--- config.mk ---
export PLATFORM = sky130hd
export DESIGN_NAME = debug_jtag_top
export DESIGN_NICKNAME = d
export VERILOG_FILES = /design/src/debug_pkg.sv /design/src/jtag_reg_if.sv /design/src/jtag_pin_sync.sv /design/src/jtag_tap.sv /design/src/debug_reg_bank.sv /design/src/reset_toggle_ctrl.sv /design/src/debug_jtag_top.sv
export SDC_FILE = /design/constraint.sdc
export NUM_CORES = 1
export LEC_CHECK = 0
export ABC_AREA = 1
export BUFFER_PORTS_ARGS = -buffer_cell sky130_fd_sc_hd__buf_4
export CAP_MARGIN = 20
export CORE_MARGIN = 2
export CORE_UTILIZATION = 52
export DETAILED_ROUTE_END_ITERATION = 12
export GPL_TIMING_DRIVEN = 1
export PLACE_DENSITY = 0.81
export SLEW_MARGIN = 20
export SYNTH_ARGS = -nofsm -noshare
export SYNTH_HDL_FRONTEND = slang
export SYNTH_SLANG_ARGS = --single-unit
export TNS_END_PERCENT = 5
--- constraint.sdc ---
create_clock -name clk -period 2.05 [get_ports clk]
set_clock_uncertainty 0.05 [all_clocks]
set_input_delay 0.1025 -clock clk [delete_from_list [all_inputs] [get_ports clk]]
set_output_delay 0.1025 -clock clk [all_outputs]
set_load 0.1 [all_outputs]
--- src/debug_pkg.sv ---
package debug_pkg;

	localparam int IR_W        = 5;
	localparam int DR_W        = 32;
	localparam int GAIN_W      = 4;
	localparam int PI_CTL_W    = 8;
	localparam int RST_TARGETS = 6;

	typedef logic [IR_W-1:0]     ir_t;
	typedef logic [DR_W-1:0]     dr_t;
	typedef logic [GAIN_W-1:0]   gain_t;
	typedef logic [PI_CTL_W-1:0] pi_ctl_t;

	// instruction codes, unknown codes select bypass
	localparam ir_t IR_IDCODE   = 5'd1;
	localparam ir_t IR_CFG_CDR  = 5'd2;
	localparam ir_t IR_CFG_IBUF = 5'd3;
	localparam ir_t IR_RSTB_CMD = 5'd4;
	localparam ir_t IR_STATUS   = 5'd5;
	localparam ir_t IR_BYPASS   = 5'h1f;

	localparam dr_t IDCODE_VALUE = 32'h1A5C_0001;

	// IEEE 1149.1 state encoding
	typedef enum logic [3:0] {
		TAP_EXIT2_DR = 4'h0,
		TAP_EXIT1_DR = 4'h1,
		TAP_SHIFT_DR = 4'h2,
		TAP_PAUSE_DR = 4'h3,
		TAP_SEL_IR   = 4'h4,
		TAP_UPD_DR   = 4'h5,
		TAP_CAP_DR   = 4'h6,
		TAP_SEL_DR   = 4'h7,
		TAP_EXIT2_IR = 4'h8,
		TAP_EXIT1_IR = 4'h9,
		TAP_SHIFT_IR = 4'hA,
		TAP_PAUSE_IR = 4'hB,
		TAP_RTI      = 4'hC,
		TAP_UPD_IR   = 4'hD,
		TAP_CAP_IR   = 4'hE,
		TAP_TLR      = 4'hF
	} tap_state_t;

	// codes 6 and 7 select no target
	typedef enum logic [2:0] {
		RST_INT      = 3'd0,
		RST_SRAM     = 3'd1,
		RST_CDR      = 3'd2,
		RST_PRBS     = 3'd3,
		RST_PRBS_GEN = 3'd4,
		RST_ACORE    = 3'd5
	} rst_target_t;

endpackage

--- src/jtag_reg_if.sv ---
`timescale 1ns/1ps

interface jtag_reg_if;

	// current instruction and scan strobes from the TAP
	debug_pkg::ir_t ir;
	logic           capture;
	logic           update;
	debug_pkg::dr_t shift_word;

	// read-back word, valid combinationally in the capture cycle
	debug_pkg::dr_t capture_word;

	modport tap (
		output ir,
		output capture,
		output update,
		output shift_word,
		input  capture_word
	);

	modport bank (
		input  ir,
		input  capture,
		input  update,
		input  shift_word,
		output capture_word
	);

endinterface

--- src/jtag_pin_sync.sv ---
`timescale 1ns/1ps

module jtag_pin_sync #(
	parameter int SYNC_STAGES = 2
) (
	input  logic clk,
	input  logic rstb,
	input  logic tck_i,
	input  logic tms_i,
	input  logic tdi_i,
	input  logic trst_n_i,
	output logic tck_rise_o,
	output logic tck_fall_o,
	output logic tms_o,
	output logic tdi_o,
	output logic trst_n_o
);

	// pin order in each stage is trst_n, tdi, tms, tck
	logic [SYNC_STAGES-1:0][3:0] pin_q;
	logic [3:0]                  pin_s;
	logic                        tck_prev;

	// all stages clear low, so trst_n holds the TAP in reset until synced
	always_ff @(posedge clk or negedge rstb) begin
		if (!rstb) begin
			pin_q <= '0;
		end else begin
			pin_q <= {pin_q[SYNC_STAGES-2:0], {trst_n_i, tdi_i, tms_i, tck_i}};
		end
	end

	assign pin_s = pin_q[SYNC_STAGES-1];

	// registered edge strobes, one clk behind the synced tck
	always_ff @(posedge clk or negedge rstb) begin
		if (!rstb) begin
			tck_prev   <= 1'b0;
			tck_rise_o <= 1'b0;
			tck_fall_o <= 1'b0;
		end else begin
			tck_prev   <= pin_s[0];
			tck_rise_o <= pin_s[0] & ~tck_prev;
			tck_fall_o <= ~pin_s[0] & tck_prev;
		end
	end

	assign tms_o    = pin_s[1];
	assign tdi_o    = pin_s[2];
	assign trst_n_o = pin_s[3];

endmodule

--- src/jtag_tap.sv ---
`timescale 1ns/1ps

module jtag_tap (
	input  logic       clk,
	input  logic       rstb,
	input  logic       tck_rise_i,
	input  logic       tck_fall_i,
	input  logic       tms_i,
	input  logic       tdi_i,
	input  logic       trst_n_i,
	jtag_reg_if.tap    reg_if,
	output logic       tdo_o
);

	// fixed pattern loaded in Capture-IR, LSBs 01 as the standard requires
	localparam debug_pkg::ir_t IR_CAPTURE = 5'b00001;

	debug_pkg::tap_state_t state_q;
	debug_pkg::tap_state_t state_next;
	debug_pkg::ir_t        ir_q;
	debug_pkg::ir_t        ir_shift;
	debug_pkg::dr_t        dr_shift;
	logic                  bypass_q;
	logic                  bypass_sel;
	logic                  capture_q;
	logic                  update_q;

	always_comb begin
		case (state_q)
			debug_pkg::TAP_TLR:      state_next = tms_i ? debug_pkg::TAP_TLR      : debug_pkg::TAP_RTI;
			debug_pkg::TAP_RTI:      state_next = tms_i ? debug_pkg::TAP_SEL_DR   : debug_pkg::TAP_RTI;
			debug_pkg::TAP_SEL_DR:   state_next = tms_i ? debug_pkg::TAP_SEL_IR   : debug_pkg::TAP_CAP_DR;
			debug_pkg::TAP_CAP_DR:   state_next = tms_i ? debug_pkg::TAP_EXIT1_DR : debug_pkg::TAP_SHIFT_DR;
			debug_pkg::TAP_SHIFT_DR: state_next = tms_i ? debug_pkg::TAP_EXIT1_DR : debug_pkg::TAP_SHIFT_DR;
			debug_pkg::TAP_EXIT1_DR: state_next = tms_i ? debug_pkg::TAP_UPD_DR   : debug_pkg::TAP_PAUSE_DR;
			debug_pkg::TAP_PAUSE_DR: state_next = tms_i ? debug_pkg::TAP_EXIT2_DR : debug_pkg::TAP_PAUSE_DR;
			debug_pkg::TAP_EXIT2_DR: state_next = tms_i ? debug_pkg::TAP_UPD_DR   : debug_pkg::TAP_SHIFT_DR;
			debug_pkg::TAP_UPD_DR:   state_next = tms_i ? debug_pkg::TAP_SEL_DR   : debug_pkg::TAP_RTI;
			debug_pkg::TAP_SEL_IR:   state_next = tms_i ? debug_pkg::TAP_TLR      : debug_pkg::TAP_CAP_IR;
			debug_pkg::TAP_CAP_IR:   state_next = tms_i ? debug_pkg::TAP_EXIT1_IR : debug_pkg::TAP_SHIFT_IR;
			debug_pkg::TAP_SHIFT_IR: state_next = tms_i ? debug_pkg::TAP_EXIT1_IR : debug_pkg::TAP_SHIFT_IR;
			debug_pkg::TAP_EXIT1_IR: state_next = tms_i ? debug_pkg::TAP_UPD_IR   : debug_pkg::TAP_PAUSE_IR;
			debug_pkg::TAP_PAUSE_IR: state_next = tms_i ? debug_pkg::TAP_EXIT2_IR : debug_pkg::TAP_PAUSE_IR;
			debug_pkg::TAP_EXIT2_IR: state_next = tms_i ? debug_pkg::TAP_UPD_IR   : debug_pkg::TAP_SHIFT_IR;
			debug_pkg::TAP_UPD_IR:   state_next = tms_i ? debug_pkg::TAP_SEL_DR   : debug_pkg::TAP_RTI;
			default:                 state_next = debug_pkg::TAP_TLR;
		endcase
	end

	// 1-bit bypass path for anything that is not a known instruction
	always_comb begin
		case (ir_q)
			debug_pkg::IR_IDCODE,
			debug_pkg::IR_CFG_CDR,
			debug_pkg::IR_CFG_IBUF,
			debug_pkg::IR_RSTB_CMD,
			debug_pkg::IR_STATUS: bypass_sel = 1'b0;
			default:              bypass_sel = 1'b1;
		endcase
	end

	always_ff @(posedge clk or negedge rstb) begin
		if (!rstb) begin
			state_q   <= debug_pkg::TAP_TLR;
			ir_q      <= debug_pkg::IR_IDCODE;
			capture_q <= 1'b0;
			update_q  <= 1'b0;
			tdo_o     <= 1'b0;
		end else if (!trst_n_i) begin
			state_q   <= debug_pkg::TAP_TLR;
			ir_q      <= debug_pkg::IR_IDCODE;
			capture_q <= 1'b0;
			update_q  <= 1'b0;
			tdo_o     <= 1'b0;
		end else begin
			// strobes are high the clk after the tck edge that enters the state
			capture_q <= tck_rise_i && (state_next == debug_pkg::TAP_CAP_DR);
			update_q  <= tck_rise_i && (state_next == debug_pkg::TAP_UPD_DR);
			if (tck_rise_i) begin
				state_q <= state_next;
				if (state_next == debug_pkg::TAP_TLR) begin
					ir_q <= debug_pkg::IR_IDCODE;
				end else if (state_next == debug_pkg::TAP_UPD_IR) begin
					ir_q <= ir_shift;
				end
			end
			if (tck_fall_i) begin
				if (state_q == debug_pkg::TAP_SHIFT_IR) begin
					tdo_o <= ir_shift[0];
				end else if (state_q == debug_pkg::TAP_SHIFT_DR) begin
					tdo_o <= bypass_sel ? bypass_q : dr_shift[0];
				end else begin
					tdo_o <= 1'b0;
				end
			end
		end
	end

	// scan shift registers, lsb first
	always_ff @(posedge clk) begin
		if (capture_q) begin
			dr_shift <= reg_if.capture_word;
			bypass_q <= 1'b0;
		end else if (tck_rise_i) begin
			case (state_q)
				debug_pkg::TAP_CAP_IR: ir_shift <= IR_CAPTURE;
				debug_pkg::TAP_SHIFT_IR: ir_shift <= {tdi_i, ir_shift[debug_pkg::IR_W-1:1]};
				debug_pkg::TAP_SHIFT_DR: begin
					dr_shift <= {tdi_i, dr_shift[debug_pkg::DR_W-1:1]};
					bypass_q <= tdi_i;
				end
				default: ;
			endcase
		end
	end

	assign reg_if.ir         = ir_q;
	assign reg_if.capture    = capture_q;
	assign reg_if.update     = update_q;
	assign reg_if.shift_word = dr_shift;

endmodule

--- src/debug_reg_bank.sv ---
`timescale 1ns/1ps

module debug_reg_bank (
	input  logic                   clk,
	input  logic                   rstb,
	input  debug_pkg::pi_ctl_t     phase_est_i,
	jtag_reg_if.bank               reg_if,
	output debug_pkg::gain_t       ki_o,
	output debug_pkg::gain_t       kp_o,
	output debug_pkg::gain_t       kr_o,
	output logic                   en_ext_pi_ctl_o,
	output debug_pkg::pi_ctl_t     ext_pi_ctl_o,
	output logic                   disable_ibuf_async_o,
	output logic                   disable_ibuf_main_o,
	output logic                   disable_ibuf_mdll_ref_o,
	output logic                   disable_ibuf_mdll_mon_o,
	output debug_pkg::rst_target_t rst_sel_o,
	output logic                   rst_exec_o
);

	debug_pkg::gain_t       ki_q;
	debug_pkg::gain_t       kp_q;
	debug_pkg::gain_t       kr_q;
	logic                   en_ext_q;
	debug_pkg::pi_ctl_t     ext_pi_q;
	logic [3:0]             ibuf_dis_q;
	debug_pkg::rst_target_t rst_sel_q;
	logic                   rst_exec_q;

	always_ff @(posedge clk or negedge rstb) begin
		if (!rstb) begin
			ki_q       <= '0;
			kp_q       <= '0;
			kr_q       <= '0;
			en_ext_q   <= 1'b0;
			ext_pi_q   <= '0;
			ibuf_dis_q <= '0;
			rst_sel_q  <= debug_pkg::RST_INT;
			rst_exec_q <= 1'b0;
		end else if (reg_if.update) begin
			// IDCODE, STATUS and bypass codes write nothing
			case (reg_if.ir)
				debug_pkg::IR_CFG_CDR: begin
					ki_q     <= reg_if.shift_word[3:0];
					kp_q     <= reg_if.shift_word[7:4];
					kr_q     <= reg_if.shift_word[11:8];
					en_ext_q <= reg_if.shift_word[12];
					ext_pi_q <= reg_if.shift_word[23:16];
				end
				debug_pkg::IR_CFG_IBUF: ibuf_dis_q <= reg_if.shift_word[3:0];
				debug_pkg::IR_RSTB_CMD: begin
					rst_sel_q  <= debug_pkg::rst_target_t'(reg_if.shift_word[2:0]);
					rst_exec_q <= reg_if.shift_word[3];
				end
				default: ;
			endcase
		end
	end

	// read-back, unused bits return zero
	always_comb begin
		case (reg_if.ir)
			debug_pkg::IR_IDCODE:   reg_if.capture_word = debug_pkg::IDCODE_VALUE;
			debug_pkg::IR_CFG_CDR:  reg_if.capture_word = {8'b0, ext_pi_q, 3'b0, en_ext_q,
			                                               kr_q, kp_q, ki_q};
			debug_pkg::IR_CFG_IBUF: reg_if.capture_word = {28'b0, ibuf_dis_q};
			debug_pkg::IR_RSTB_CMD: reg_if.capture_word = {28'b0, rst_exec_q, rst_sel_q};
			debug_pkg::IR_STATUS:   reg_if.capture_word = {23'b0, en_ext_q, phase_est_i};
			default:                reg_if.capture_word = '0;
		endcase
	end

	assign ki_o            = ki_q;
	assign kp_o            = kp_q;
	assign kr_o            = kr_q;
	assign en_ext_pi_ctl_o = en_ext_q;
	assign ext_pi_ctl_o    = ext_pi_q;

	assign disable_ibuf_async_o    = ibuf_dis_q[0];
	assign disable_ibuf_main_o     = ibuf_dis_q[1];
	assign disable_ibuf_mdll_ref_o = ibuf_dis_q[2];
	assign disable_ibuf_mdll_mon_o = ibuf_dis_q[3];

	assign rst_sel_o  = rst_sel_q;
	assign rst_exec_o = rst_exec_q;

endmodule

--- src/reset_toggle_ctrl.sv ---
`timescale 1ns/1ps

module reset_toggle_ctrl (
	input  logic                   clk,
	input  logic                   rstb,
	input  debug_pkg::rst_target_t rst_sel_i,
	input  logic                   rst_exec_i,
	output logic                   int_rstb_o,
	output logic                   sram_rstb_o,
	output logic                   cdr_rstb_o,
	output logic                   prbs_rstb_o,
	output logic                   prbs_gen_rstb_o,
	output logic                   acore_rstb_o
);

	// acore comes out of reset released, the rest held
	localparam logic [debug_pkg::RST_TARGETS-1:0] TGL_INIT = 6'b10_0000;

	logic [debug_pkg::RST_TARGETS-1:0] tgl_q;
	logic [debug_pkg::RST_TARGETS-1:0] sel_hot;
	logic                              exec_prev;
	logic                              exec_rise;

	assign exec_rise = rst_exec_i & ~exec_prev;

	always_comb begin
		sel_hot = '0;
		if (exec_rise) begin
			case (rst_sel_i)
				debug_pkg::RST_INT:      sel_hot[0] = 1'b1;
				debug_pkg::RST_SRAM:     sel_hot[1] = 1'b1;
				debug_pkg::RST_CDR:      sel_hot[2] = 1'b1;
				debug_pkg::RST_PRBS:     sel_hot[3] = 1'b1;
				debug_pkg::RST_PRBS_GEN: sel_hot[4] = 1'b1;
				debug_pkg::RST_ACORE:    sel_hot[5] = 1'b1;
				default: ;
			endcase
		end
	end

	always_ff @(posedge clk or negedge rstb) begin
		if (!rstb) begin
			tgl_q     <= TGL_INIT;
			exec_prev <= 1'b0;
		end else begin
			tgl_q     <= tgl_q ^ sel_hot;
			exec_prev <= rst_exec_i;
		end
	end

	// every line also follows the chip reset
	assign int_rstb_o      = tgl_q[0] & rstb;
	assign sram_rstb_o     = tgl_q[1] & rstb;
	assign cdr_rstb_o      = tgl_q[2] & rstb;
	assign prbs_rstb_o     = tgl_q[3] & rstb;
	assign prbs_gen_rstb_o = tgl_q[4] & rstb;
	assign acore_rstb_o    = tgl_q[5] & rstb;

endmodule

--- src/debug_jtag_top.sv ---
`timescale 1ns/1ps

module debug_jtag_top #(
	parameter int SYNC_STAGES = 2
) (
	input  logic               clk,
	input  logic               rstb,
	input  logic               tck_i,
	input  logic               tms_i,
	input  logic               tdi_i,
	input  logic               trst_n_i,
	input  debug_pkg::pi_ctl_t phase_est_i,
	output logic               tdo_o,
	output logic               int_rstb_o,
	output logic               sram_rstb_o,
	output logic               cdr_rstb_o,
	output logic               prbs_rstb_o,
	output logic               prbs_gen_rstb_o,
	output logic               acore_rstb_o,
	output logic               disable_ibuf_async_o,
	output logic               disable_ibuf_main_o,
	output logic               disable_ibuf_mdll_ref_o,
	output logic               disable_ibuf_mdll_mon_o,
	output debug_pkg::gain_t   ki_o,
	output debug_pkg::gain_t   kp_o,
	output debug_pkg::gain_t   kr_o,
	output logic               en_ext_pi_ctl_o,
	output debug_pkg::pi_ctl_t ext_pi_ctl_o
);

	logic                   tck_rise;
	logic                   tck_fall;
	logic                   tms_s;
	logic                   tdi_s;
	logic                   trst_n_s;
	debug_pkg::rst_target_t rst_sel;
	logic                   rst_exec;

	jtag_reg_if reg_if ();

	jtag_pin_sync #(
		.SYNC_STAGES(SYNC_STAGES)
	) u_pin_sync (
		.clk        (clk),
		.rstb       (rstb),
		.tck_i      (tck_i),
		.tms_i      (tms_i),
		.tdi_i      (tdi_i),
		.trst_n_i   (trst_n_i),
		.tck_rise_o (tck_rise),
		.tck_fall_o (tck_fall),
		.tms_o      (tms_s),
		.tdi_o      (tdi_s),
		.trst_n_o   (trst_n_s)
	);

	jtag_tap u_tap (
		.clk        (clk),
		.rstb       (rstb),
		.tck_rise_i (tck_rise),
		.tck_fall_i (tck_fall),
		.tms_i      (tms_s),
		.tdi_i      (tdi_s),
		.trst_n_i   (trst_n_s),
		.reg_if     (reg_if),
		.tdo_o      (tdo_o)
	);

	debug_reg_bank u_reg_bank (
		.clk                     (clk),
		.rstb                    (rstb),
		.phase_est_i             (phase_est_i),
		.reg_if                  (reg_if),
		.ki_o                    (ki_o),
		.kp_o                    (kp_o),
		.kr_o                    (kr_o),
		.en_ext_pi_ctl_o         (en_ext_pi_ctl_o),
		.ext_pi_ctl_o            (ext_pi_ctl_o),
		.disable_ibuf_async_o    (disable_ibuf_async_o),
		.disable_ibuf_main_o     (disable_ibuf_main_o),
		.disable_ibuf_mdll_ref_o (disable_ibuf_mdll_ref_o),
		.disable_ibuf_mdll_mon_o (disable_ibuf_mdll_mon_o),
		.rst_sel_o               (rst_sel),
		.rst_exec_o              (rst_exec)
	);

	reset_toggle_ctrl u_rst_ctrl (
		.clk             (clk),
		.rstb            (rstb),
		.rst_sel_i       (rst_sel),
		.rst_exec_i      (rst_exec),
		.int_rstb_o      (int_rstb_o),
		.sram_rstb_o     (sram_rstb_o),
		.cdr_rstb_o      (cdr_rstb_o),
		.prbs_rstb_o     (prbs_rstb_o),
		.prbs_gen_rstb_o (prbs_gen_rstb_o),
		.acore_rstb_o    (acore_rstb_o)
	);

endmodule

==> tab_implementation.tex <==
\begin{tabular}{lr}
\hline
Metric & Value \\
\hline
\multicolumn{2}{l}{\textbf{Layout}} \\
Nets@finish & approximately 530 \\
Count of inserted antenna diode cells & 0 \\
Fill count & 637 \\
Final cell count without fillers & around 620 \\
Layout cell share with drive strength beyond 1 & between 10\% and 20\% \\
Final core utilization & a little over three fifths \\
Signed area change from the synthesized netlist to the final layout & 16.5\% \\
Post-route cell area & roughly 0.0050 mm\^{}2 \\
\multicolumn{2}{l}{\textbf{Timing}} \\
Worst slew slack as a fraction of its limit & about 70\% \\
RSZ-0062 raised after global routing & no \\
Min Hold Slack & 0.128 ns \\
Final setup violation count & 0 \\
Worst path setup slack after routing & between 0.2 and 0.3 ns \\
Actual slew at the worst max-slew pin & $\sim$0.45 ns \\
Fmax & roughly 560 MHz \\
Fin. Hold Viols & 0 \\
Max-slew violations & 0 \\
Clock period minus worst slack & between 1.5 and 2 ns \\
Final-layout setup total negative slack & 0 ns \\
Period utilisation layout & between 80\% and 90\% \\
\multicolumn{2}{l}{\textbf{Critical path}} \\
Worst EP required & 2.06 ns \\
Terminus of the critical flop-to-flop path & u\_tap.reg\_if.shift\_word[14] \\
Arrival time of data at the critical path endpoint & between 1.5 and 2 ns \\
R2r worst-path depth & 5 \\
Setup CP Type & reg -> reg \\
Top fanout value on the critical path & 32 \\
Kind of start point of the critical path & register \\
Reg-to-Reg Start & u\_tap.state\_q[1] \\
Setup crit end kind & register \\
Worst R2R Setup Slack & 0.26 ns \\
\multicolumn{2}{l}{\textbf{Power}} \\
Clock power frac & 33.6\% \\
Leakage power total & 2.36 nW \\
PD cells & 696 mW/mm\^{}2 \\
Part of the total power dissipated in combinational logic & roughly 6.6\% \\
Post-route total power & around 3.5 mW \\
Net switching share of the total power & between 20\% and 30\% \\
Switching power & 0.874 mW \\
Worst IR drop on VDD & about 0.47 mV \\
Fraction of power consumed by sequential logic & 59.8\% \\
Cell-internal power & between 2 and 3 mW \\
\multicolumn{2}{l}{\textbf{Place}} \\
\# port buffers & 45 \\
Dpl cell area & about 0.0047 mm\^{}2 \\
Routability congestion estimate from global placement & approximately 0.90 \\
Minimum setup slack after placement & 0.291 ns \\
Placed wire-length estimate & approximately 5700 um \\
Cell count after placement & 598 \\
\multicolumn{2}{l}{\textbf{Global routing}} \\
Total global-route track usage & about a fifth \\
First-pass GRT wire length & 14,000 um \\
Vias in the first global route & between 3,000 and 4,000 \\
Largest net degree at the start of global routing & 43 \\
Number of antenna violations at the first check in global routing & 0 \\
Leftover overflow at the end of global routing & 0 \\
\multicolumn{2}{l}{\textbf{Logic synthesis}} \\
Net Count, Synth & between 400 and 500 \\
Number of synthesized register bits & 97 \\
Leading post-synthesis cells by cell area & dfrtp\_1, edfxtp\_1, nand2\_1 \\
Most frequent cell after synthesis & nand2\_1 \\
Count of yosys warnings during synthesis & 0 \\
Instance count of the mapped netlist & around 460 \\
Synth Cell Area & roughly 0.0043 mm\^{}2 \\
Top post-synthesis cells by count & nand2\_1, inv\_1, o21ai\_0 \\
Proportion of register bits with asynchronous set or reset after synthesis & 60.8\% \\
Number of distinct library cells after synthesis & 30 \\
Dominant register cell in the synthesized netlist & dfrtp\_1 \\
Number of enable flip-flop cells after synthesis & 37 \\
Avg Synthesized Cell Area & $\sim$9.3 um\^{}2 \\
Sequential cell area fraction in the yosys report & about three fifths \\
Share of the synthesized area in the top cell type & a little under a third \\
Leading area contributor after synthesis & dfrtp\_1 \\
\multicolumn{2}{l}{\textbf{Clock tree}} \\
TritonCTS Sinks & 97 \\
Buffer type at the clock tree root & clkbuf\_8 \\
CTS H-tree depth & 3 \\
Clock buffers created by TritonCTS & 9 \\
Skew-Pair Late Insertion Delay & 0.36 ns \\
Post-CTS setup buffer count & 0 \\
Bufs on Longest Clock Path & 2 \\
Clock tree from TritonCTS & done \\
Post-cts resize count & 0 \\
Hold-fix buffers, CTS & 5 \\
Worst-path clk slew & roughly 0.10 ns \\
\multicolumn{2}{l}{\textbf{Run status}} \\
Run status & completed \\
\multicolumn{2}{l}{\textbf{Routing}} \\
Vias & 3,195 \\
Total Routed Length & roughly 8000 um \\
Number of iterations in the first detailed-routing pass & 4 \\
Final antenna-violating net count & 0 \\
Detailed router's first-iteration violation count & between 150 and 200 \\
Via density per instance & 5.16 \\
WL/cell & 12.9 um \\
Remaining design rule violation count & 0 \\
\multicolumn{2}{l}{\textbf{Floorplanning}} \\
DIE HEIGHT & about 94 um \\
Placement row count & 32 \\
Starting density of the core & 54.2\% \\
Ports placed on the boundary & 46 \\
Die Outline Area & roughly 0.009 mm\^{}2 \\
Chip width & between 90 and 100 um \\
Core Box Area & between 0.007 and 0.008 mm\^{}2 \\
\multicolumn{2}{l}{\textbf{Job}} \\
Max-capacitance violation count & 0 \\
\multicolumn{2}{l}{\textbf{Worst hold path}} \\
Path category of the worst min-delay check & in -> async \\
\hline
\end{tabular}
[power by group through the flow]
stage | clock [mW] | sequential, mW | combinational (mW)
after floorplan | 0 | 2.10 | 0.138
after global placement | 0 | 2.10 | 0.211
after detailed placement | 0 | 2.10 | 0.220
after CTS | 1.19 | 2.06 | 0.229
after global routing | 1.26 | 2.07 | 0.255
final | 1.16 | 2.06 | 0.226
[flip-flops by register name (all words and copies together) (netlist names), 3 cells and up]
| name | cells |
|---|---|
| u_reg_bank.kp_o | 4 |
| u_tap.ir_shift | 5 |
| u_rst_ctrl.tgl_q | 6 |
| u_tap.state_q | 4 |
| u_reg_bank.rst_sel_o | 3 |
| u_tap.reg_if.shift_word | 32 |
| u_reg_bank.ibuf_dis_q | 4 |
| u_reg_bank.kr_o | 4 |
| u_reg_bank.ki_o | 4 |
| u_reg_bank.ext_pi_ctl_o | 8 |
| u_tap.reg_if.ir | 5 |
| u_pin_sync.pin_q | 4 |
| u_pin_sync.pin_s | 4 |
[placed cells by master (no fill, tap or decap), drive strengths merged]
cell / count
dfrtp: 53
nor2: 35
nor4: 1
o211ai: 5
dfxtp: 1
a21boi: 1
xor2: 2
dlygate4sd3: 5
buf: 51
xnor2: 4
or2: 2
clkbuf: 9
edfxtp: 37
dfstp: 6
nor3: 4
clkinv: 3
nand4: 7
inv: 81
nand3: 34
o21ai: 65
a21oi: 6
nand2: 104
o31ai: 1
[worst max path at each step]
stage	startpoint	endpoint	slack (ns)	cells after the start
global placement	u_tap.state_q[1]	u_tap.reg_if.shift_word[7]	0.33	5
detailed placement	u_tap.state_q[1]	u_tap.reg_if.shift_word[5]	0.29	5
floorplan	u_tap.state_q[1]	u_tap.reg_if.shift_word[0]	0.24	4
CTS	u_tap.state_q[1]	u_tap.reg_if.shift_word[16]	0.27	5
global route	u_tap.reg_if.ir[4]	u_tap.reg_if.shift_word[2]	0.07	5
finish	u_tap.state_q[1]	u_tap.reg_if.shift_word[14]	0.26	5
[layout make-up]
class	count	area, um^2	area share [%]
flip-flops and latches	97	2620	52.7
multi-input cells	271	1300	26.2
repair buffers	56	445	8.98
inverters	77	289	5.83
well taps	102	128	2.57
clock buffers	9	124	2.50
clock inverters	7	60.1	1.21
[worst max-delay path, stage by stage, from the launching register on]
cell and delay (ns):
dfstp_2 0.58, nand2_2 0.10, nor3_1 0.31, nand2_1 0.14, nand2_2 0.10, buf_12 0.20
[routing by layer]
metal	wire length [um]	GRT usage [%]	vias up
met5	0	0	-
met4	132	8.57	0
met3	398	3.43	15
met2	3880	33.3	107
met1	3590	26.5	1488
li1	-	-	1585
[kinds of logic (layout without fill, tap and decap cells)]
family | count (synthesis) | count (layout) | synth area share [%]
simple gates | 187 | 187 | 19.6
flops | 97 | 97 | 61.4
buf+inv | 90 | 149 | 8.14
compound gates | 78 | 78 | 9.58
xor+xnor | 6 | 6 | 1.23
Power figures use the tool's default switching activity.
